File: config.mk
export PLATFORM = sky130hd
export DESIGN_NAME = bus_arbiter
export DESIGN_NICKNAME = d
export VERILOG_FILES = /design/src/bus_pkg.sv /design/src/bus_arbiter.sv
export SDC_FILE = /design/constraint.sdc
export NUM_CORES = 1
export LEC_CHECK = 0
export ABC_AREA = 0
export BUFFER_PORTS_ARGS = -buffer_cell sky130_fd_sc_hd__buf_2
export CAP_MARGIN = 20
export CELL_PAD_IN_SITES_DETAIL_PLACEMENT = 0
export CELL_PAD_IN_SITES_GLOBAL_PLACEMENT = 1
export CORE_MARGIN = 4
export CORE_UTILIZATION = 31
export CTS_CLUSTER_DIAMETER = 50
export DETAILED_ROUTE_END_ITERATION = 7
export GPL_ROUTABILITY_DRIVEN = 1
export MAX_ROUTING_LAYER = met4
export PLACE_DENSITY = 0.95
export SETUP_SLACK_MARGIN = 0.1
export SLEW_MARGIN = 20
export SYNTH_ARGS = -nofsm -noshare
export SYNTH_HDL_FRONTEND = slang
export SYNTH_SLANG_ARGS = --single-unit
File: constraint.sdc
create_clock -name clock -period 5.8 [get_ports clock]
set_clock_uncertainty 0.05 [all_clocks]
set_input_delay 0.29 -clock clock [delete_from_list [all_inputs] [get_ports clock]]
set_output_delay 0.29 -clock clock [all_outputs]
set_load 0.005 [all_outputs]
File: src/bus_pkg.sv
package bus_pkg;

  // bus widths
  localparam int ADDR_W     = 32;
  localparam int DATA_W     = 32;
  localparam int BE_W       = DATA_W / 8;
  localparam int VGA_DATA_W = 24;

  // chip select codes
  typedef enum logic [7:0] {
    CS_NONE = 8'h00,
    CS_RAM  = 8'h03,
    CS_IO   = 8'h04
  } chipsel_t;

  // top address nibble of each region
  localparam logic [3:0] REGION_BOOT = 4'h0;
  localparam logic [3:0] REGION_RAM  = 4'h3;
  localparam logic [3:0] REGION_IO   = 4'h4;

  // scratch ram word index is address bits 11:2
  localparam int RAM_WORDS = 1024;
  localparam int RAM_AW    = $clog2(RAM_WORDS);

  // i/o block
  localparam logic [DATA_W-1:0] IO_ID = 32'hb0e5_0a01;
  localparam int IO_LED_W = 18;
  localparam int SW_W     = 16;

  // i/o register word index
  localparam logic [1:0] IO_REG_LED = 2'd0;
  localparam logic [1:0] IO_REG_SW  = 2'd1;
  localparam logic [1:0] IO_REG_ID  = 2'd2;

endpackage : bus_pkg

File: src/bus_arbiter.sv
module bus_arbiter import bus_pkg::*; (
  input  logic                  clock,
  input  logic                  rst_n,
  input  logic [ADDR_W-1:0]     cpu_address,
  input  logic                  cpu_read,
  input  logic                  cpu_write,
  input  logic [DATA_W-1:0]     cpu_writedata,
  input  logic [BE_W-1:0]       cpu_be,
  input  logic [ADDR_W-1:0]     vga_address,
  input  logic                  vga_read,
  input  logic [DATA_W-1:0]     bm_readdata,
  output logic [DATA_W-1:0]     cpu_readdata,
  output logic                  cpu_wait,
  output logic [VGA_DATA_W-1:0] vga_readdata,
  output logic                  vga_wait,
  output logic [ADDR_W-1:0]     bm_address,
  output logic                  bm_read,
  output logic                  bm_write,
  output logic [DATA_W-1:0]     bm_writedata,
  output logic [BE_W-1:0]       bm_be
);

  typedef enum logic [1:0] {
    ST_IDLE,
    ST_STROBE,
    ST_RESPOND
  } arb_state_t;

  arb_state_t state;
  logic       owner_vga;
  logic       cpu_req;
  logic       respond;

  assign cpu_req = cpu_read | cpu_write;
  assign respond = (state == ST_RESPOND);

  // display fetch wins a tie
  always_ff @(posedge clock) begin
    if (!rst_n) begin
      state     <= ST_IDLE;
      owner_vga <= 1'b0;
      bm_read   <= 1'b0;
      bm_write  <= 1'b0;
    end else begin
      case (state)
        ST_IDLE: begin
          if (vga_read) begin
            state     <= ST_STROBE;
            owner_vga <= 1'b1;
            bm_read   <= 1'b1;
          end else if (cpu_req) begin
            state     <= ST_STROBE;
            owner_vga <= 1'b0;
            bm_read   <= cpu_read;
            bm_write  <= cpu_write & ~cpu_read;
          end
        end
        ST_STROBE: begin
          state    <= ST_RESPOND;
          bm_read  <= 1'b0;
          bm_write <= 1'b0;
        end
        default: state <= ST_IDLE;
      endcase
    end
  end

  // address and data held from acceptance until the next one
  always_ff @(posedge clock) begin
    if (state == ST_IDLE) begin
      if (vga_read) begin
        bm_address   <= vga_address;
        bm_writedata <= '0;
        bm_be        <= '1;
      end else if (cpu_req) begin
        bm_address   <= cpu_address;
        bm_writedata <= cpu_writedata;
        bm_be        <= cpu_be;
      end
    end
  end

  assign cpu_wait = cpu_req & ~(respond & ~owner_vga);
  assign vga_wait = vga_read & ~(respond & owner_vga);

  assign cpu_readdata = (respond && !owner_vga) ? bm_readdata : '0;
  assign vga_readdata = (respond && owner_vga) ? bm_readdata[VGA_DATA_W-1:0] : '0;

  a_strobe_excl: assert property (@(posedge clock) disable iff (!rst_n)
    !(bm_read && bm_write));

  a_strobe_single: assert property (@(posedge clock) disable iff (!rst_n)
    (bm_read || bm_write) |=> !(bm_read || bm_write));

endmodule : bus_arbiter

Word-level counts from Yosys, hierarchy flattened

Index checks and enable logic that the tools add are counted.

Word-level logic and storage cells: 48
Input port bits: 137
Output and inout port bits: 128
Register bits: 73

Reduce and logical (&&, ||, !) cells: 9
Equality and inequality tests: 5
Bitwise operators: 10
Mux-type cells: 17

Operators by type and width:

| operator                                       | count |
|---|---|
| 2-to-1 mux 32 bit                              | 4 |
| 2-to-1 mux 24 bit                              | 1 |
| 2-to-1 mux 1 bit                               | 6 |
| bitwise AND 1 bit                              | 5 |
| 2-to-1 mux 2 bit                               | 2 |
| 2-to-1 mux 4 bit                               | 1 |
| != test 2 bit (second input constant)          | 2 |
| inverter 1 bit                                 | 4 |
| case mux 1 bit (2 select lines)                | 2 |
| case mux 2 bit (2 select lines)                | 1 |
| AND reduction 2 bit                            | 2 |
| nonzero test 2 bit                             | 2 |
| != test 3 bit (second input constant)          | 1 |
| AND reduction 3 bit                            | 1 |
| == test 2 x 1 -> 1 bit (second input constant) | 1 |
| == test 2 bit (second input constant)          | 1 |
| logical AND 1 bit                              | 2 |
| logical NOT 2 bit                              | 1 |
| logical NOT 1 bit                              | 1 |
| OR 1 bit                                       | 1 |

Logic depth before layout (Yosys ltp)

Depth in word-level cells: 5
Gate-level depth with buffers: 4
Gate-level depth less buffers: 3

Worst setup path before layout

OpenSTA, ideal clock, no wires.

Kind: reg2reg
From: register state[0]
To: register bm_address[0] (enable)
Path buffers: 0
Library setup time: 0.438 ns
Cell stages (with the launch flop): 3
Clock period less this slack: 2.773 ns
Required time: 5.312 ns
Path slack: 3.027 ns
Data arrival time: 2.285 ns
Cell sequence: dfxtp_1 -> nor2_1 -> o31a_1

Cells in the longest elaborated chain, start to end: 2

Ends and longest elaborated chain:

| item                                 | line              | source |
|---|---|---|
| start: declaration                   | bus_arbiter.sv:29 | `arb_state_t state;` |
| start signal: assignment             | bus_arbiter.sv:40 | `state <= ST_IDLE;` |
| start signal: assignment             | bus_arbiter.sv:48 | `state <= ST_STROBE;` |
| start signal: assignment             | bus_arbiter.sv:52 | `state <= ST_STROBE;` |
| logical NOT 2 bit                    | bus_arbiter.sv:70 | `if (state == ST_IDLE) begin` |
| AND reduction 2 bit (no source line) | --                |  |
| end signal: assignment               | bus_arbiter.sv:72 | `bm_address <= vga_address;` |
| end signal: assignment               | bus_arbiter.sv:76 | `bm_address <= cpu_address;` |
| end: declaration                     | bus_arbiter.sv:16 | `output logic [ADDR_W-1:0] bm_address,` |

Every way passes these cells.
A chain may end at the register's enable or synchronous reset.

Worst setup path after layout

From: input vga_read
To: register bm_address[18] (enable)

Cells in the longest elaborated chain, start to end: 2

Ends and longest elaborated chain:

| item                                 | line              | source |
|---|---|---|
| start: declaration                   | bus_arbiter.sv:10 | `input logic vga_read,` |
| nonzero test 2 bit (no source line)  | --                |  |
| AND reduction 2 bit (no source line) | --                |  |

Every way passes these cells.

==> summary.txt <==
Run status
  • Status: complete, no violations

Drt
  • Routed wire length: 9.57 mm
  • Via count: between 2000 and 3000
  • DR WL/cell: 15.0 um
  • Initial DRC count: 148
  • Pre-Repair DR Iteration Count: 4
  • Final ANT Viol Nets: 0
  • DRC errors left: 0
  • Vias per inst: 4.31

Setup path
  • Crit path arrival time: 2.33 ns
  • CP Max Fanout: 74
  • Most frequent CP cell: buf_4
  • CP endpoint kind: register
  • Startpoint types: input pin
  • Critical path's slowest cell: o31a_2
  • Worst path max stage delay: between 0.7 and 0.8 ns
  • Crit path cell chain: buf_2 > buf_4 > o31a_2 > buf_4
  • Crit Path Class: in2reg
  • CP required: 5.74 ns

STA
  • Relative max-transition margin: 43.6%
  • Unrepaired setup endpoints after global routing: no
  • Fin Hold WS: 0.142 ns
  • Pins Over Slew Limit: 0
  • Final min period: approximately 2.4 ns
  • Final hold violation count: 0
  • Final WS setup: 3.41 ns
  • Tcrit/Tclk final: 41.2%
  • Setup violators final: 0
  • Least-Margin Pin Slew: about 0.85 ns
  • Setup Total Neg Slack: 0 ns
  • Achievable Freq: 0.418 GHz

Floorplan
  • Die ar.: around 12000 um2
  • # IOs: between 200 and 300
  • Die Wd: 112 um
  • Rows: 37
  • Core Footprint: about 10000 um2
  • Initial core utilization: 32.0%
  • Die Ht: 112 um

Power
  • P_leak: approximately 2.4 nW
  • Worst vdd ir: 0.149 mV
  • Power Dens Cells: 250 nW/um2
  • Pwr Total: approximately 1.2 mW

Synth
  • Area share of the largest cell type after synthesis: 61.2%
  • Synth Register Bits: 73
  • Post-Syn Instances: between 200 and 250
  • Syn nets: 371
  • Post-synthesis cell type count: 27
  • Top cells by area, synth: edfxtp_1 (61%), mux2_2 (11%), and2_1 (7.1%)
  • Avg Synthesized Cell Area: between 10 and 15 um2
  • Cell taking the most area after synthesis: edfxtp_1
  • Synth Warn #: 0
  • Synth Cell Area: 3340 um2
  • Sequential area share after synthesis: 64.2%

Finish
  • Post-Layout Cell Count: 639
  • Filler cell count: 966
  • Nets: 635
  • Area growth syn-to-layout: 48.2%
  • Area of the multi-input gates: 1120 um2
  • Post-Route Utilization: 47.5%
  • Storage cell area: between 2000 and 2500 um2
  • Share of post-route cells with drive strength above 1: 67.1%
  • Commonest cells after routing, fill and taps aside: buf_2 (264), edfxtp_1 (68), and2_1 (38)
  • Final instance area: around 4900 um2
  • Commonest non-fill, non-tap cell in the layout: buf_2

Flow run
  • Max-cap violations: 0

Placed design
  • GPL Wtd Cong: roughly 0.86
  • Dpl ws: 2.98 ns
  • Post-DP HPWL: roughly 7.7 mm
  • Dpl cell area: 4770 um2
  • Dpl cells: 623
  • IO buf count: about 260

Global route
  • First-pass GRT wire length: between 10 and 15 mm
  • Largest net degree at the start of global routing: 75
  • Vias in the first global route: approximately 2800
  • GRT overflow: 0
  • Antenna violations before repair: 1
  • All-Layer GR Usage: 15.0%

CTS
  • Clk_lat worst skew: ~0.34 ns
  • Clock Sinks: 73
  • Clk Tree Root Cell: clkbuf_8
  • CTS tree: yes
  • Post-CTS repair timing setup buffer count: 0
  • Resize count post-CTS: 0
  • Total CTS buffers: 9
  • CTS Hold Bufs: 0
  • Clk pin slew, worst setup/hold paths: 0.07 ns
  • H-Tree Level Count: 3
  • Clk buf depth: 2

Hold path
  • HP Class: in2reg
==> kinds of logic (layout without fill, tap and decap cells) <==
logic type	after synthesis	in the layout	share of synthesized area [%]
buffers and inverters	14	282	2.36
muxes	32	32	10.8
AOI/OAI and AO/OA	7	7	1.27
other	0	1	0
and+or+nand+nor	108	108	21.4
DFF	73	73	64.2
==> registers in the layout, summed over array words and instances, names as in the netlist <==
| register | flops |
|---|---|
| bm_address | 32 |
| bm_be | 4 |
| bm_read | 1 |
| bm_write | 1 |
| bm_writedata | 32 |
| owner_vga | 1 |
| state | 2 |
==> cell usage after synthesis <==
| master | n |
|---|---|
| o31ai_1 | 1 |
| and3b_2 | 1 |
| nand3_1 | 1 |
| and2_2 | 4 |
| nor2b_1 | 32 |
| o31a_1 | 1 |
| and2_4 | 15 |
| nor2_1 | 6 |
| dfxtp_1 | 5 |
| mux2_2 | 32 |
| and2b_2 | 1 |
| edfxtp_1 | 68 |
| nand3b_1 | 1 |
| or2_2 | 4 |
| and2_1 | 38 |
| inv_1 | 1 |
| a31oi_1 | 1 |
| clkbuf_2 | 3 |
| buf_4 | 1 |
| nand2_1 | 3 |
| buf_2 | 3 |
| o21ai_0 | 2 |
| buf_6 | 2 |
| nor3b_4 | 1 |
| a21oi_1 | 2 |
| nand2b_1 | 1 |
| clkbuf_1 | 4 |
==> where the power goes <==
group	total, mW	leakage, nW	internal (mW)	switching [mW]
registers	0.668	0.723	0.650	0.0175
clock network	0.366	0.0910	0.192	0.174
logic	0.206	1.60	0.106	0.0995
total	1.24	2.41	0.948	0.291
==> critical path, delay by kind of cell <==
| family | cells | cell delay, ns |
|---|---|---|
| compound gates | 1 | 0.77 |
| buf+inv | 3 | 1.22 |
==> cell type report <==
class | count | area share (%)
Clock inverter | 5 | 0.961
Tap cell | 136 | 3.44
Sequential cell | 73 | 43.3
Multi-Input combinational cell | 147 | 22.6
Inverter | 1 | 0.0759
Timing Repair Buffer | 266 | 27.0
Clock buffer | 10 | 2.58
Antenna cell | 1 | 0.0506
==> path summary, 6_finish.rpt <==
| check | startpoint | end | slack, ns | cells after the start |
|---|---|---|---|---|
| worst max-delay path | vga_read | bm_address[18] | 3.41 | 4 |
| worst min register to register | bm_read | bm_read | 0.44 | 2 |
| worst min-delay path | rst_n | state[0] | 0.14 | 2 |
| worst max register to register | state[0] | bm_address[18] | 3.54 | 3 |
==> per-layer routing <==
layer	wire length, um	track usage [%]	share of wire (%)	vias up
met2	5190	28.2	54	158
li1	-	-	-	1341
met5	0	-	0	-
met1	3190	13.6	33	1248
met4	131	5.60	1.4	0
met3	1060	5.82	11	10
No activity file was read; power rests on OpenSTA's default activity.
