$ cat config.mk
export PLATFORM = sky130hd
export DESIGN_NAME = read_mux
export DESIGN_NICKNAME = d
export VERILOG_FILES = /design/src/bus_pkg.sv /design/src/read_mux.sv
export SDC_FILE = /design/constraint.sdc
export NUM_CORES = 1
export LEC_CHECK = 0
export ABC_AREA = 1
export BUFFER_PORTS_ARGS = -buffer_cell sky130_fd_sc_hd__buf_2
export CORE_UTILIZATION = 32
export DETAILED_ROUTE_END_ITERATION = 10
export PLACE_DENSITY = 0.82
export SETUP_SLACK_MARGIN = 0.2
export SYNTH_ARGS = -nofsm -noshare
export SYNTH_HDL_FRONTEND = slang
export SYNTH_SLANG_ARGS = --single-unit
$ cat constraint.sdc
create_clock -name vclk -period 0.82
set_input_delay 0.041 -clock vclk [all_inputs]
set_output_delay 0.041 -clock vclk [all_outputs]
set_load 0.005 [all_outputs]
$ cat src/bus_pkg.sv
package bus_pkg;

  // bus widths
  localparam int ADDR_W     = 32;
  localparam int DATA_W     = 32;
  localparam int BE_W       = DATA_W / 8;
  localparam int VGA_DATA_W = 24;

  // chip select codes
  typedef enum logic [7:0] {
    CS_NONE = 8'h00,
    CS_RAM  = 8'h03,
    CS_IO   = 8'h04
  } chipsel_t;

  // top address nibble of each region
  localparam logic [3:0] REGION_BOOT = 4'h0;
  localparam logic [3:0] REGION_RAM  = 4'h3;
  localparam logic [3:0] REGION_IO   = 4'h4;

  // scratch ram word index is address bits 11:2
  localparam int RAM_WORDS = 1024;
  localparam int RAM_AW    = $clog2(RAM_WORDS);

  // i/o block
  localparam logic [DATA_W-1:0] IO_ID = 32'hb0e5_0a01;
  localparam int IO_LED_W = 18;
  localparam int SW_W     = 16;

  // i/o register word index
  localparam logic [1:0] IO_REG_LED = 2'd0;
  localparam logic [1:0] IO_REG_SW  = 2'd1;
  localparam logic [1:0] IO_REG_ID  = 2'd2;

endpackage : bus_pkg

$ cat src/read_mux.sv
module read_mux import bus_pkg::*; (
  input  chipsel_t          chipselect_q,
  input  logic [DATA_W-1:0] ram_readdata,
  input  logic [DATA_W-1:0] io_readdata,
  output logic [DATA_W-1:0] bm_readdata
);

  logic [DATA_W-1:0] ram_gated;
  logic [DATA_W-1:0] io_gated;

  // unmapped reads come back as zero
  assign ram_gated = (chipselect_q == CS_RAM) ? ram_readdata : '0;
  assign io_gated  = (chipselect_q == CS_IO) ? io_readdata : '0;

  assign bm_readdata = ram_gated | io_gated;

endmodule : read_mux

# After elaboration in Yosys (flattened, before gate mapping)
# Cells that the tools add are included.
totals:
  register_bits: 0
  out_inout_bits: 32
  word_cells: 5
classes:
  eq_ne: 2
  n_mux: 2
  bitwise: 1
op_table:
  columns: ["operator", "n"]
  rows:
  - ["$mux W32", 2]
  - ["$or A32 B32 Y32", 1]
  - ["$eq A8 B2 Y1 const B", 1]
  - ["$eq A8 B3 Y1 const B", 1]

# Longest topological paths before layout
# Gate-level depths: netlist (run 1).
depth:
  ltp_word: 3
  ltp_mapped: 6

# Worst setup path after synthesis (run 1)
# No wires, ideal clock.
synth_path:
  path_type: "input to output"
  start: "input port chipselect_q[6]"
  end: "output port bm_readdata[24]"
  t_arrival_ns: 0.638
  setup_slack_ns: 0.141
  path_stages: 6
  n_path_buf: 1
  cell_sequence: "inv_1 -> nand2_4 -> nor2_8 -> buf_12 -> nand3_1 -> nand2_1"
synth_between:
  elab_chain_cells: 3
synth_rtl:
  columns: ["element", "line", "text"]
  rows:
  - ["from (decl)", "read_mux.sv:2", "input chipsel_t chipselect_q,"]
  - ["$eq A8 B2 Y1 / $eq A8 B3 Y1 (equally long branches)", "read_mux.sv:12, read_mux.sv:13", null]
  - ["$mux W32, on equally long branches", "read_mux.sv:12, read_mux.sv:13", null]
  - ["$or A32 B32 Y32 *", "read_mux.sv:15", "assign bm_readdata = ram_gated | io_gated;"]
  - ["to (decl)", "read_mux.sv:5", "output logic [DATA_W-1:0] bm_readdata"]
# Every way passes the cells marked *; elsewhere a longest branch is shown, timed or not.

# Worst setup path after layout (run 1)
layout_path:
  start: "input port chipselect_q[4]"
  end: "output port bm_readdata[3]"
# The elaborated chain is that of the path after synthesis.

==> impl_metrics.csv, run 1 <==
group,metric,value,unit
hold_path,min_path_type,"in -> out",
global_routing,grt_usage,0.2224,
synth,postSynthAreaPerCell,5.916,µm²
layout,nClkBuffers,0,
routing,drc,0,
timing,post-route-period-util,1.175,
hold_path,min_from,"io_readdata[27]",
synth,seq_area_frac_synth,0,
critical_path,required,0.78,ns
layout,regArea,0,µm²
floorplan,io_pins,104,
routing,vias,1269,
routing,first_pass_iters,4,
place,gp_congestion,0.7705,
critical_path,cp_max_fo,8,
timing,rsz0062_at_grt,"yes",
timing,tightestPinTransition,0.1512,ns
synth,synth_cell_type_count,13,
hold_path,min_to,"bm_readdata[27]",
routing,wirelength,3005,µm
floorplan,die_y,50.07,µm
layout,syn2layout_area_growth,126.9,%
floorplan,coreArea,0.002191,mm²
critical_path,crit_arrival,0.92,ns
clocking,hold_buffers,0,
layout,fillCellCount,187,
layout,layout.nets,307,
critical_path,critical_path_class,"in -> out",
floorplan,initial_core_util,0.3375,
floorplan,fp.dieArea,0.002507,mm²
synth,syn_area,739.5,µm²
critical_path,end_kind,"primary output",
global_routing,grt_overflow,0,
global_routing,grt_pass1_wl,4588,µm
timing,tns,-3.769,ns
layout,diodes,0,
hold_path,holdPathStages,4,
routing,ant_nets,0,
synth,yosysWarnings,0,
timing,maxSlewViolCount,0,
synth,synthesis.nets,197,
global_routing,use_met3,0.01852,
job,cap_violations,0,
global_routing,grt_most_used_layer,"met2",
timing,fmax,1.038,GHz
timing,fin_ws,-0.1432,ns
global_routing,use_met2,0.4156,
layout,drive_above_1_share,0.7039,
place,dp_hpwl,1892,µm
place,io_buffers,104,
power,pwr_density_cell,261.2,mW/mm²
timing,slew_headroom,0.8990,
status,violations,"negative setup slack",
power,irDropWorstVdd,0.0002047,V
critical_path,start_kind,"primary input",
timing,finalHoldViolations,0,
global_routing,use_met1,0.2754,
routing,post_drt_via_cell_ratio,4.862,
floorplan,die_w,50.07,µm
global_routing,grt_pass1_vias,1110,
floorplan,rows,17,
layout,utilization,0.7658,
routing,drt_iter0_markers,23,
global_routing,antenna_found_initial,0,
layout,seq_cells,0,
timing,setup_viol,32,
routing,avgRoutedWirePerCell,11.51,µm
status,status,"complete, but fails checks",
timing,fin_crit,0.9632,ns
global_routing,grt_start_max_net_pins,23,
synth,syn_inst,125,
power,p_leak,0.9652,nW
-- routing by layer --
layer | part of all wire | vias to the layer above
met4 | 0.0070 | 0
met3 | 0.055 | 2
met1 | 0.40 | 571
met2 | 0.54 | 55
li1 | - | 641
met5 | 0 | -
-- final cells by class --
class,count,area (µm²),share of cell area
multi-input combinational,105,694.4,0.4139
tap,28,35.03,0.02088
inverter,8,58.81,0.03505
timing repair buffer,120,889.6,0.5302
-- metrics by stage --
stage	hold WS (ns)	total power, mW	instances	area, µm²	setup WS, ns
after floorplan	0.1756	0.1368	125	834.6	0.1700
after global placement	0.3658	0.3364	251	1361	-0.1171
after detailed placement	0.3682	0.3397	251	1361	-0.1405
after CTS	0.3693	0.4094	258	1565	-0.1359
after global routing	0.3786	0.4690	261	1678	-0.2029
final	0.3663	0.4382	261	1678	-0.1432
-- kinds of logic after synthesis --
| kind of cell | Yosys count | synth area share |
|---|---|---|
| buffers and inverters | 20 | 0.2250 |
| and+or+nand+nor | 105 | 0.7750 |
-- report_power, final --
| part | internal, mW | switching, mW | leakage [nW] |
|---|---|---|---|
| Combinational | 0.245 | 0.193 | 0.965 |
| Sequential | 0 | 0 | 0 |
| Clock | 0 | 0 | 0 |
-- cells in the mapped netlist --
cell     count  share of area
buf_4        3          0.030
inv_2        3          0.015
buf_8        1          0.020
nand2_2      1         0.0085
buf_12       1          0.027
nand2_4      2          0.030
inv_1        5          0.025
nand3_1     54           0.37
buf_6        7           0.11
nand3_2     10           0.14
nand2_1     35           0.18
nor2_4       2          0.030
nor2_8       1          0.027
-- worst max-delay path: stages --
cell and delay, ns:
buf_6 0.09, inv_4 0.04, nand2_4 0.06, nor2_8 0.12, buf_6 0.11, buf_12 0.10, buf_16 0.12, nand3_2 0.05
nand2_1 0.07, buf_2 0.11
-- worst max-delay path by stage --
stage	startpoint	end	slack, ns	depth (start not counted)
5_1_grt	chipselect_q[1]	bm_readdata[18]	-0.20	8
3_5_place_dp	chipselect_q[6]	bm_readdata[17]	-0.14	8
3_3_place_gp	chipselect_q[6]	bm_readdata[24]	-0.12	8
2_1_floorplan	chipselect_q[2]	bm_readdata[13]	0.17	6
6_report	chipselect_q[4]	bm_readdata[3]	-0.14	10
4_1_cts	chipselect_q[4]	bm_readdata[12]	-0.14	10
-- layout by cell type (no fill, tap or decap) --
| master | netlist | layout |
|---|---|---|
| buf_12 | 1 | 7 |
| buf_16 | 0 | 4 |
| buf_2 | 0 | 100 |
| buf_4 | 3 | 1 |
| buf_6 | 7 | 5 |
| clkbuf_16 | 0 | 3 |
| inv_1 | 5 | 3 |
| inv_16 | 0 | 1 |
| inv_2 | 3 | 1 |
| inv_4 | 0 | 2 |
| inv_8 | 0 | 1 |
| nand2_1 | 35 | 34 |
| nand2_2 | 1 | 2 |
| nand2_4 | 2 | 1 |
| nand2_8 | 0 | 1 |
| nand3_1 | 54 | 32 |
| nand3_2 | 10 | 32 |
| nor2_4 | 2 | 2 |
| nor2_8 | 1 | 1 |
-- timing repair --
action | CTS | global route
gates resized for setup | 15 | 8
pin swaps | 3 | 8
setup endpoints to repair | 32 | 32
gates cloned | 4 | 3
setup buffers | 3 | 0
Power figures use the tool's default switching activity.
==> run 2, diff against run 1 <==
Settings changed: CORE_UTILIZATION 32 to 29, MAX_ROUTING_LAYER set to met4, PLACE_DENSITY 0.82 to 0.79.
Clock period 0.82 ns to 0.8 ns, I/O delays scaled along.
==> impl_metrics.csv, run 2 (same netlist as run 1, synthesis figures left out) <==
group,metric,value,unit
layout,mostFrequentLayoutCells,"96 x buf_2, 43 x nand3_2, 32 x nand2_1",
hold_path,min_to,"bm_readdata[19]",
timing,rsz0062_at_grt,"yes",
layout,layout_commonest_cell,"buf_2",
layout,utilization,0.7642,
global_routing,grt_start_max_net_pins,17,
hold_path,min_from,"io_readdata[19]",
power,irDropWorstVdd,0.0002371,V
place,dp_hpwl,2043,µm
timing,post-route-period-util,1.229,
timing,setup_viol,32,
floorplan,initial_core_util,0.3219,
global_routing,grt_pass1_wl,3877,µm
floorplan,io_pins,104,
critical_path,required,0.76,ns
global_routing,grt_overflow,0,
layout,final_area,0.001755,mm²
global_routing,grt_pass1_vias,960,
power,pwr_density_cell,275.1,mW/mm²
layout,syn2layout_area_growth,137.4,%
timing,slew_headroom,0.8555,
critical_path,crit_top_cell,"buf_12",
critical_path,worst_path_max_delay_cell,"nor2_8",
power,internal-power,269.3,µW
timing,fmax,1.017,GHz
critical_path,critical_path_class,"in -> out",
layout,regArea,0,µm²
power,power_frac_comb,1.000,
place,place_area,0.001374,mm²
timing,tns,-4.440,ns
status,violations,"negative setup slack",
timing,fin_ws,-0.1833,ns
routing,avgRoutedWirePerCell,12.50,µm
power,clockPowerShare,0,
place,io_buffers,104,
layout,seq_cells,0,
routing,vias,1251,
timing,finalHoldViolations,0,
place,place_ws,-0.1568,ns
layout,drive_above_1_share,0.7716,
routing,drt_iter0_markers,13,
critical_path,cp_max_fo,8,
routing,drc,0,
layout,diodes,0,
critical_path,slowest_delay,0.16,ns
hold_path,holdPathStages,4,
critical_path,end_kind,"primary output",
hold_path,min_path_type,"in -> out",
timing,fin_crit,0.9833,ns
power,p_leak,0.9707,nW
power,swShare,0.4423,
power,p_sw,213.5,µW
timing,maxSlewViolCount,0,
critical_path,crit_arrival,0.94,ns
floorplan,fp.dieArea,0.002756,mm²
job,cap_violations,0,
critical_path,path_cells,"buf_6 > inv_4 > nand2_4 > nor2_8 > buf_12 > buf_12 > nand3_1 > nand2_1 > buf_2",
routing,ant_nets,0,
clocking,hold_buffers,0,
global_routing,grt_usage,0.1823,
floorplan,die_w,52.50,µm
layout,layout.nets,306,
place,gp_congestion,0.7435,
routing,first_pass_iters,4,
layout,fillCellCount,173,
routing,wirelength,3251,µm
floorplan,die_y,52.50,µm
status,status,"complete, but fails checks",
floorplan,rows,17,
layout,nClkBuffers,0,
critical_path,start_kind,"primary input",
power,power_frac_seq,0,
critical_path,critPathTopFamily,"buffers and inverters",
critical_path,cp_num_buf_inv,5,
routing,post_drt_via_cell_ratio,4.812,
floorplan,coreArea,0.002297,mm²
timing,tightestPinTransition,0.2162,ns
global_routing,antenna_found_initial,0,
-- run 2: final cells by class --
cell class / count / area, µm² / share of cell area
Timing Repair Buffer: 119 / 899.6 / 0.5125
Multi-Input combinational cell: 105 / 759.5 / 0.4326
Inverter: 8 / 61.31 / 0.03493
Tap cell: 28 / 35.03 / 0.01996
-- run 2: what timing repair did --
item                                    4_1_cts  5_1_grt
pin swaps                                     1       15
buffers inserted                              3        0
gates resized for setup                      11       37
endpoints found under the setup margin       32       32
gates cloned                                  3        3
-- run 2: worst min-delay path, stage by stage --
cell     delay, ns
buf_2         0.08
nand3_1       0.06
nand2_1       0.05
buf_2         0.10
-- run 2: power groups by stage --
stage               Sequential (mW)  Clock, mW  Combinational [mW]
floorplan                         0          0               0.140
global placement                  0          0               0.348
detailed placement                0          0               0.352
CTS                               0          0               0.406
global route                      0          0               0.514
finish                            0          0               0.483
-- run 2: per-layer routing --
metal  wire (µm)  vias to the layer above  GRT usage
met2        1688                       56     0.3481
met3         260                        4    0.02029
met5           0                        -          -
li1            -                      638          -
met1        1272                      553     0.2075
met4          29                        0    0.01754
-- run 2: how the worst max path moves through the flow --
| stage | start | end | slack, ns | cells past startpoint |
|---|---|---|---|---|
| 3_5_place_dp | chipselect_q[6] | bm_readdata[27] | -0.16 | 8 |
| 4_1_cts | chipselect_q[7] | bm_readdata[14] | -0.14 | 9 |
| 3_3_place_gp | chipselect_q[6] | bm_readdata[27] | -0.15 | 8 |
| 5_1_grt | chipselect_q[5] | bm_readdata[26] | -0.23 | 9 |
| 2_1_floorplan | chipselect_q[2] | bm_readdata[13] | 0.15 | 6 |
| 6_report | chipselect_q[5] | bm_readdata[4] | -0.18 | 9 |
-- run 2: through the flow --
stage / instances / total power [mW] / hold slack (ns)
after CTS: 257 / 0.4063 / 0.3695
after global routing: 260 / 0.5139 / 0.3862
final: 260 / 0.4828 / 0.3668
after floorplan: 125 / 0.1402 / 0.1736
after global placement: 251 / 0.3485 / 0.3654
after detailed placement: 251 / 0.3523 / 0.3687
