===== src/bus_pkg.sv =====
package bus_pkg;

  // bus widths
  localparam int ADDR_W     = 32;
  localparam int DATA_W     = 32;
  localparam int BE_W       = DATA_W / 8;
  localparam int VGA_DATA_W = 24;

  // chip select codes
  typedef enum logic [7:0] {
    CS_NONE = 8'h00,
    CS_RAM  = 8'h03,
    CS_IO   = 8'h04
  } chipsel_t;

  // top address nibble of each region
  localparam logic [3:0] REGION_BOOT = 4'h0;
  localparam logic [3:0] REGION_RAM  = 4'h3;
  localparam logic [3:0] REGION_IO   = 4'h4;

  // scratch ram word index is address bits 11:2
  localparam int RAM_WORDS = 1024;
  localparam int RAM_AW    = $clog2(RAM_WORDS);

  // i/o block
  localparam logic [DATA_W-1:0] IO_ID = 32'hb0e5_0a01;
  localparam int IO_LED_W = 18;
  localparam int SW_W     = 16;

  // i/o register word index
  localparam logic [1:0] IO_REG_LED = 2'd0;
  localparam logic [1:0] IO_REG_SW  = 2'd1;
  localparam logic [1:0] IO_REG_ID  = 2'd2;

endpackage : bus_pkg


===== src/io_regs.sv =====
module io_regs import bus_pkg::*; (
  input  logic                clock,
  input  logic                rst_n,
  input  chipsel_t            chipselect,
  input  logic                bm_read,
  input  logic                bm_write,
  input  logic [ADDR_W-1:0]   bm_address,
  input  logic [DATA_W-1:0]   bm_writedata,
  input  logic [BE_W-1:0]     bm_be,
  input  logic [SW_W-1:0]     sw,
  output logic [DATA_W-1:0]   io_readdata,
  output logic [IO_LED_W-1:0] ledr
);

  logic              io_read;
  logic              io_write;
  logic [1:0]        reg_idx;
  logic [DATA_W-1:0] led_merged;

  assign io_read  = (chipselect == CS_IO) && bm_read;
  assign io_write = (chipselect == CS_IO) && bm_write;
  assign reg_idx  = bm_address[3:2];

  // merge enabled bytes into the current led value
  always_comb begin
    led_merged = DATA_W'(ledr);
    for (int b = 0; b < BE_W; b++) begin
      if (bm_be[b]) begin
        led_merged[8*b +: 8] = bm_writedata[8*b +: 8];
      end
    end
  end

  // only word 0 is writable
  always_ff @(posedge clock) begin
    if (!rst_n) begin
      ledr <= '0;
    end else if (io_write && reg_idx == IO_REG_LED) begin
      ledr <= led_merged[IO_LED_W-1:0];
    end
  end

  always_ff @(posedge clock) begin
    if (io_read) begin
      case (reg_idx)
        IO_REG_LED: io_readdata <= DATA_W'(ledr);
        IO_REG_SW: io_readdata <= DATA_W'(sw);
        IO_REG_ID: io_readdata <= IO_ID;
        default: io_readdata <= '0;
      endcase
    end
  end

endmodule : io_regs


===== config.mk =====
export PLATFORM = sky130hd
export DESIGN_NAME = io_regs
export DESIGN_NICKNAME = d
export VERILOG_FILES = /design/src/bus_pkg.sv /design/src/io_regs.sv
export SDC_FILE = /design/constraint.sdc
export NUM_CORES = 1
export LEC_CHECK = 0
export BUFFER_PORTS_ARGS = -buffer_cell sky130_fd_sc_hd__buf_2
export CAP_MARGIN = 5
export CORE_MARGIN = 4
export CORE_UTILIZATION = 26
export CTS_CLUSTER_SIZE = 14
export DETAILED_ROUTE_END_ITERATION = 16
export GPL_ROUTABILITY_DRIVEN = 1
export SETUP_SLACK_MARGIN = 0.15
export SLEW_MARGIN = 25
export SYNTH_ARGS = -nofsm -noshare
export SYNTH_HDL_FRONTEND = slang
export SYNTH_SLANG_ARGS = --single-unit

===== constraint.sdc =====
create_clock -name clock -period 3.6 [get_ports clock]
set_input_delay 1.08 -clock clock [delete_from_list [all_inputs] [get_ports clock]]
set_output_delay 1.08 -clock clock [all_outputs]
set_load 0.005 [all_outputs]

### After elaboration in Yosys (flattened, before gate mapping)

Cells that the tools add are included.

| operators by class | value |
|---|---|
| $add $sub $neg | 0 |
| shift operators | 0 |
| reduce and logical (&&, ||, !) cells | 7 |
| equal/unequal tests | 3 |
| order comparisons | 0 |
| $mul | 0 |
| bitwise operators | 0 |
| div/mod/pow operators | 0 |
| muxes and demuxes | 1 |

Operators with widths:

| cell | number |
|---|---|
| one-hot mux 32 bit (3 select lines) | 1 |
| equality test 8 x 3 -> 1 bit, second input constant | 1 |
| AND reduction 2 bit | 3 |
| logical AND 1 bit | 3 |
| equality test 2 x 1 -> 1 bit, second input constant | 1 |
| equality test 2 bit, second input constant | 1 |
| zero test 2 bit | 1 |

| storage, ports and cells | value |
|---|---|
| memory bits (writable) | 0 |
| output and inout bits | 50 |
| ROM bits | 0 |
| bits in registers | 50 |
| bits in latches | 0 |
| memories | 0 |
| logic and storage cells | 15 |

### Longest topological paths before layout

Gate-level depths: netlist of the first run.

| depth | value |
|---|---|
| depth after elaboration | 4 |
| depth in mapped cells | 4 |
| gate-level depth less buffers | 3 |

### Worst setup path before layout of the first run

No wires, ideal clock.

| timing | value |
|---|---|
| path type | input port to flip-flop |
| start point | input chipselect[1] |
| end point | register io_readdata[0], enable pin |
| arrival time | 1960 ps |
| stages on the path | 2 |
| path slack | 1299 ps |
| library setup time | 342 ps |
| required time | 3258 ps |
| cell sequence | nor4b_4 > and3_2 |

| between the ends | value |
|---|---|
| cells in the longest elaborated chain, start to end | 2 |

RTL lines:

| what | RTL line | RTL |
|---|---|---|
| start, declared | io_regs.sv:4 | `input chipsel_t chipselect,` |
| equality test 8 x 3 -> 1 bit | io_regs.sv:20 | `assign io_read = (chipselect == CS_IO) && bm_read;` |
| logical AND 1 bit | io_regs.sv:20 |  |
| net io_read | io_regs.sv:15 | `logic io_read;` |
| end signal, assigned | io_regs.sv:46 | `IO_REG_LED: io_readdata <= DATA_W'(ledr);` |
| end signal, assigned | io_regs.sv:47 | `IO_REG_SW: io_readdata <= DATA_W'(sw);` |
| end, declared | io_regs.sv:11 | `output logic [DATA_W-1:0] io_readdata,` |

The timed path passes the listed nets, and every way through them passes these cells.
A chain may end at the register's enable or synchronous reset.

### Final worst setup path of the first run

| timing | value |
|---|---|
| start point | input chipselect[1] |
| end point | register io_readdata[15], enable pin |

The elaborated chain is that of the path after synthesis.

==> metrics.cfg, run 1 <==
[run_status]
status=finished clean

[yosys]
ys_async_sr_fraction_pct=0
synth_top_family_by_area=simple AND/OR/NAND/NOR gates
yosysWarnings=0
syn_avg_cell_area_um2=10.85
synth_xor_area_share_pct=0
synth-simple-area-share_pct=20.03
ys.flop_type=edfxtp_1
synth_cell_types=19
seq_area_frac_synth_pct=53.60
synth_mux_area_share_pct=17.87
synth_fa_ha_area_share_pct=0
netlist_top_cells_count=39 x nand2_1, 31 x mux2i_1, 19 x edfxtp_1, 18 x dfxtp_1, 18 x nor2_1
ys_ff_latch=37
synth_top_area_share_pct=32.85
synth_area_um2=1737
synth_largest_area_cell=edfxtp_1
synthMostInstantiatedCell=nand2_1
synth.area.top_cells=edfxtp_1 33%, dfxtp_1 21%, mux2i_1 18%
synth_compound_area_share_pct=0.8646
syn_inst=160
synth_edf_count=19

[timing]
setup_viol=0
fmax_mhz=437.0
rsz0062_at_grt=false
worstMarginPinSlew_ns=0.5942
tns_ns=0
slew_viol_final=0
hold_viol=0
fin_crit_ns=2.289
skew_ns=0.002614
min_period_over_period_pct=63.57
slew_headroom_pct=60.39

[final_layout]
drive_above_1_share_pct=42.28
area_growth_pct=30.84
diodes=0
ff_latch_area_um2=930.9
multiInputGateArea_um2=699.4
nFillCells=664
final_net_count=341

[power]
sequentialPowerShare_pct=56.2
swShare_pct=22.19
p_sw_mw=0.1745
clkPwrFrac_pct=35.1
finalPower_mw=0.7864
p_leak_nw=1.116
combPwrFrac_pct=8.6
ir_worst_vdd_v=0.0001202
powerDensity_nw_per_um2=346.1
p_int_mw=0.6119

[global_route]
grt-ovfl-total=0
grt_pass1_wl_mm=6.727
grt.total_usage_pct=10.49
grt_max_degree=37
grt_pass1_vias=1343
grt_antenna_before_repair=0

[clock_tree]
clk_latency_ns=0.28
clockBufferDepth=2
cts_setup_buffers=0
clkSinkCount=37
htree_levels=2
cts_tree=yes
clk_pin_slew_ns=0.07
cts_buffers=5
clock-root-buffer=clkbuf_8
cts_resized=0
postCtsHoldBufs=0

[placement]
port_buffers=93
place_congestion=0.7707
dpl.hpwl_mm=3.399

[setup_path]
cp_max_fo=19
critPathKind=input pin to flip-flop
cp.arrival_ns=2.22
start_kind=input pin
worstSetupEndpointType=flip-flop
cp_data_required_time_ns=3.53

[floorplan]
die_area_um2=8051
die_h_um=89.73
core_um2=6422
io_pins=146
die_x_um=89.73
start_util_pct=27.04
num_rows=29

[detailed_routing]
detail-route-antenna-nets=0
drt-vias-per-instance=4.195
finalWirelength_mm=4.325
routedWlPerCell_um=13.39
dr.pass1.iters=4
drc_errors=0
vias=1355
drt_iter0_markers=60

[run]
drv_cap=0

[min_path]
hold_class=flip-flop to flip-flop

## cell type report
type / count / area share [%]
clock buffers: 8 / 3.524
well taps: 77 / 4.240
repair buffers: 93 / 20.48
multi-input cells: 108 / 30.78
flip-flops and latches: 37 / 40.97
## sequential cells by signal, indices dropped and copies added (netlist names)
name         count
io_readdata     19
ledr            18
## worst max-delay path: stages
cell and delay (ns):
buf_2 0.11, nor4b_4 0.44, and3_2 0.57
## layer usage
metal  track usage (%)  vias to the layer above  share of wire, %
met4             4.470                        0               2.4
met5                 0                        -                 0
met2             16.98                       46                47
li1                  -                      692                 -
met3             3.422                        7               6.1
met1             12.81                      610                45
## power by group through the flow
stage	registers (mW)	clock network [mW]	logic, mW
finish	0.442	0.276	0.0680
global route	0.442	0.313	0.0763
CTS	0.442	0.290	0.0687
detailed placement	0.452	0	0.0685
global placement	0.452	0	0.0672
floorplan	0.452	0	0.0398
## final timing paths
path / from / endpoint / slack [ns] / cells after the start
worst min-delay path: ledr[17] / ledr[17] / 0.48 / 2
worst min register to register: ledr[17] / ledr[17] / 0.48 / 2
worst max register to register: ledr[13] / io_readdata[13] / 2.80 / 2
worst max-delay path: chipselect[1] / io_readdata[15] / 1.31 / 3
## layout by cell type (no fill, tap or decap)
cell,n
buf_2,93
o21ai_0,3
nor4_4,1
nor2b_1,2
clkbuf_1,3
and3_2,1
nor3b_2,1
nand4_4,2
mux2i_1,31
nand2_1,39
dfxtp_1,18
nand4_1,1
edfxtp_1,19
nor4b_4,1
conb_1,7
nor3b_1,1
nor2_1,18
clkbuf_8,5
## cells by family (layout without fill, tap and decap cells)
family / Yosys count / count (layout)
buffers and inverters: 21 / 101
DFF: 37 / 37
other: 1 / 7
AOI/OAI and AO/OA: 3 / 3
and+or+nand+nor: 67 / 67
muxes: 31 / 31
## metrics by stage
step	instances	setup slack, ns	instance area, µm²	hold slack (ns)	utilization, %
floorplan	166	1.299	1759	0.4626	-
finish	323	1.311	2272	0.4783	35.38
CTS	323	1.314	2272	0.4814	35.38
global placement	315	1.029	2192	0.4643	34.13
detailed placement	315	1.005	2192	0.4695	34.13
global route	323	1.224	2272	0.5155	35.38
No activity file was read; power rests on OpenSTA's default activity.
==> inputs of run 2 (changes only) <==
Clock period 3.6 ns to 2.2 ns, I/O delays scaled along.
==> metrics.cfg, run 2 (same netlist as run 1, synthesis figures left out) <==
[run_status]
status=finished clean

[final_layout]
nFillCells=686
regMostFlops=io_readdata
diodes=0
drive_above_1_share_pct=43.60
final_net_count=345
reg_top3=io_readdata: 19 flops, ledr: 18 flops
final_common_cell=buf_2
finalCoreUtilization_pct=36.00
largest_reg_flops=19
mostFrequentLayoutCells=93 x buf_2, 39 x nand2_1, 31 x mux2i_1
area_growth_pct=33.14
stdcell_count=327

[power]
p_sw_mw=0.2863
sequentialPowerShare_pct=54.7
combPwrFrac_pct=8.7
powerDensity_nw_per_um2=571.5
p_leak_nw=1.142
swShare_pct=21.67
ir_worst_vdd_v=0.0001944
p_int_mw=1.035
clkPwrFrac_pct=36.6

[global_route]
grt_max_degree=37
grt_pass1_wl_mm=6.782
grt_pass1_vias=1347
grt_antenna_before_repair=0
grt-ovfl-total=0
grt.total_usage_pct=10.58

[clock_tree]
cts_setup_buffers=0
clock-root-buffer=clkbuf_8
clkSinkCount=37
htree_levels=2
clk_latency_ns=0.28
cts_buffers=5
cts_tree=yes
cts_resized=0
clockBufferDepth=2
clk_pin_slew_ns=0.07
postCtsHoldBufs=0

[timing]
fin_crit_ns=1.634
worstMarginPinSlew_ns=0.5707
setup_slack_ns=0.5660
hold_viol=0
tns_ns=0
hold_ws_ns=0.4821
slew_viol_final=0
fmax_mhz=612.0
min_period_over_period_pct=74.27
rsz0062_at_grt=false
setup_viol=0
skew_ns=0.002078
slew_headroom_pct=61.96

[detailed_routing]
drc_errors=0
drt_iter0_markers=40
dr.pass1.iters=4
detail-route-antenna-nets=0
drt-vias-per-instance=4.125
finalWirelength_mm=4.278
routedWlPerCell_um=13.08
vias=1349

[setup_path]
start_kind=input pin
ff2ff_setup_slack_ns=1.41
reg2reg_depth=2
cp_data_required_time_ns=2.14
critPathKind=input pin to flip-flop
cp.arrival_ns=1.57
r2r-end=io_readdata[11]
cp_max_fo=19
reg2reg_from=ledr[11]
startpoint=chipselect[5]
worstSetupEndpointType=flip-flop

[floorplan]
num_rows=29
die_x_um=89.73
start_util_pct=27.04
io_pins=146
die_h_um=89.73
die_area_um2=8051
core_um2=6422

[placement]
place_worst_setup_slack_ns=0.2584
dp_cells=319
port_buffers=93
place_congestion=0.7618
dpl.hpwl_mm=3.489

[run]
drv_cap=0

[min_path]
worstHoldEndpoint=ledr[1]
min_path_cells=2
hold_class=flip-flop to flip-flop
min_from=ledr[1]

==> run 2: power by group through the flow <==
stage          Clock (mW)  Combinational [mW]  Sequential [mW]
2_1_floorplan           0              0.0652            0.739
3_3_place_gp            0               0.114            0.739
3_5_place_dp            0               0.116            0.739
4_1_cts             0.505               0.116            0.723
5_1_grt             0.539               0.129            0.723
6_report            0.483               0.115            0.723
==> run 2: critical path: stages <==
cell    delay [ns]
buf_2         0.11
nor4_4        0.28
and3_2        0.51
==> run 2: layer usage <==
| layer | vias to the layer above | track usage (%) | routed length (µm) |
|---|---|---|---|
| met1 | 601 | 12.56 | 1879 |
| met2 | 44 | 17.79 | 2073 |
| met3 | 6 | 3.339 | 248 |
| met5 | - | 0 | 0 |
| met4 | 0 | 4.215 | 76 |
| li1 | 698 | - | - |
==> run 2: through the flow <==
stage | power (mW) | area, µm²
final | 1.321 | 2312
after global routing | 1.391 | 2312
after floorplan | 0.8043 | 1759
after CTS | 1.344 | 2312
after global placement | 0.8529 | 2222
after detailed placement | 0.8547 | 2222
==> run 2: how the worst max path moves through the flow <==
stage                                 to  slack (ns)  cells past startpoint
final                     io_readdata[5]        0.57                      3
after global routing      io_readdata[6]        0.49                      3
after CTS                 io_readdata[6]        0.56                      3
after detailed placement  io_readdata[5]        0.26                      3
after global placement    io_readdata[5]        0.26                      3
after floorplan           io_readdata[0]        0.32                      2
==> run 2: cell type report <==
| type | instances | area (µm²) | area share (%) |
|---|---|---|---|
| Timing Repair Buffer | 97 | 495.5 | 21.43 |
| Multi-Input combinational cell | 108 | 699.4 | 30.25 |
| Clock buffer | 8 | 90.09 | 3.896 |
| Tap cell | 77 | 96.34 | 4.167 |
| Sequential cell | 37 | 930.9 | 40.26 |
==> inputs of run 3 (changes only) <==
Clock period 2.2 ns to 1.5 ns, I/O delays scaled along.
==> metrics.cfg, run 3 (same netlist as run 1, synthesis figures left out) <==
[final_layout]
final_net_count=348
reg_top3=io_readdata: 19 flops, ledr: 18 flops
ff_latch_area_um2=930.9
nFillCells=659
largest_reg_flops=19
mostFrequentLayoutCells=92 x buf_2, 39 x nand2_1, 31 x mux2i_1
final_common_cell=buf_2
multiInputGateArea_um2=703.2
area_growth_pct=35.30
drive_above_1_share_pct=44.66
regMostFlops=io_readdata
diodes=0
design_area_um2=2350

[power]
p_int_mw=1.475
swShare_pct=22.87
powerDensity_nw_per_um2=813.8
combPwrFrac_pct=9.6
p_sw_mw=0.4372
sequentialPowerShare_pct=55.5
ir_worst_vdd_v=0.0002649
clkPwrFrac_pct=35.0
p_leak_nw=1.162

[clock_tree]
clk_latency_ns=0.29
clock-root-buffer=clkbuf_8
clockBufferDepth=2
clkSinkCount=37
htree_levels=2
cts_setup_buffers=0
cts_tree=yes
cts_buffers=5
clk_pin_slew_ns=0.07
postCtsHoldBufs=0

[placement]
place_worst_setup_slack_ns=-0.1193
dpl.hpwl_mm=3.546
place_congestion=0.7792
port_buffers=93
dpl-instance-area_um2=2261

[setup_path]
critPathKind=flip-flop to output port
cp_data_required_time_ns=1.05
path_cells=buf_2
start_kind=flip-flop
reg2reg_from=ledr[15]
r2r-end=io_readdata[15]
worstSetupEndpointType=output port
crit_slowest_cell=edfxtp_1
path_delay_family=flip-flops
cp.arrival_ns=0.88
cp_max_fo=7
reg2reg_depth=2
critical_path_buf_inv_count=1
ff2ff_setup_slack_ns=0.69
slowest_delay_ns=0.44

[timing]
fmax_mhz=749.3
slew_viol_final=0
tns_ns=0
fin_crit_ns=1.335
rsz0062_at_grt=true
setup_viol=0
setup_slack_ns=0.1654
hold_viol=0
skew_ns=0.004774
min_period_over_period_pct=88.97

[detailed_routing]
routedWlPerCell_um=13.38
dr.pass1.iters=4
finalWirelength_mm=4.417
detail-route-antenna-nets=0
vias=1387
drt_iter0_markers=30
drc_errors=0
drt-vias-per-instance=4.203

[global_route]
met1_usage_pct=13.94
grt.total_usage_pct=11.47
grt-ovfl-total=0
grt_pass1_vias=1436
grt_pass1_wl_mm=7.327
grt.met2_usage_pct=18.92
grt_max_degree=37
grt_antenna_before_repair=0
busiest_layer=met2
grtUsageMet3_pct=3.339

[floorplan]
die_h_um=89.73
die_area_um2=8051
io_pins=146
num_rows=29
start_util_pct=27.04
die_x_um=89.73
core_um2=6422

[run_status]
status=finished clean

[min_path]
worstHoldEndpoint=ledr[14]
min_path_cells=3
hold_class=input pin to flip-flop
min_from=bm_writedata[14]

[run]
drv_cap=0

run 3: layout make-up:
class / count / area share, %
sequential: 37 / 39.62
clock inverter: 2 / 0.4260
timing repair buffer: 100 / 22.84
multi-input combinational: 108 / 29.93
clock buffer: 6 / 3.088
tap: 77 / 4.100
run 3: metal layers:
metal	up-vias	routed length, µm
met2	51	2136
met3	8	255
met1	618	1934
li1	710	-
met4	0	91
met5	-	0
run 3: per-stage QoR:
step / instances / hold WS [ns] / utilization (%) / power (mW)
after floorplan: 166 / 0.4626 / - / 1.180
after global placement: 322 / 0.4606 / 35.20 / 1.264
after detailed placement: 322 / 0.4684 / 35.20 / 1.267
after CTS: 330 / 0.3871 / 36.49 / 1.944
after global routing: 330 / 0.3824 / 36.59 / 2.025
final: 330 / 0.3958 / 36.59 / 1.912
run 3: worst max-delay path by stage:
stage | startpoint | endpoint | slack (ns) | cells past startpoint
after global placement | chipselect[5] | ledr[0] | -0.10 | 5
after detailed placement | chipselect[1] | io_readdata[3] | -0.12 | 3
final | io_readdata[29] | io_readdata[28] | 0.17 | 1
after floorplan | chipselect[1] | io_readdata[0] | -0.07 | 2
after global routing | io_readdata[29] | io_readdata[28] | 0.09 | 1
after CTS | io_readdata[29] | io_readdata[28] | 0.15 | 1
run 3: power by group through the flow:
stage               Clock (mW)  Sequential, mW  Combinational [mW]
global placement             0            1.08               0.180
global route             0.759            1.06               0.205
detailed placement           0            1.08               0.183
CTS                      0.699            1.06               0.184
floorplan                    0            1.08              0.0957
finish                   0.669            1.06               0.183
run 3: timing repair:
action,in CTS,in global routing
gates resized for setup,0,1
pin swaps,0,2
endpoints found under the setup margin,1,8
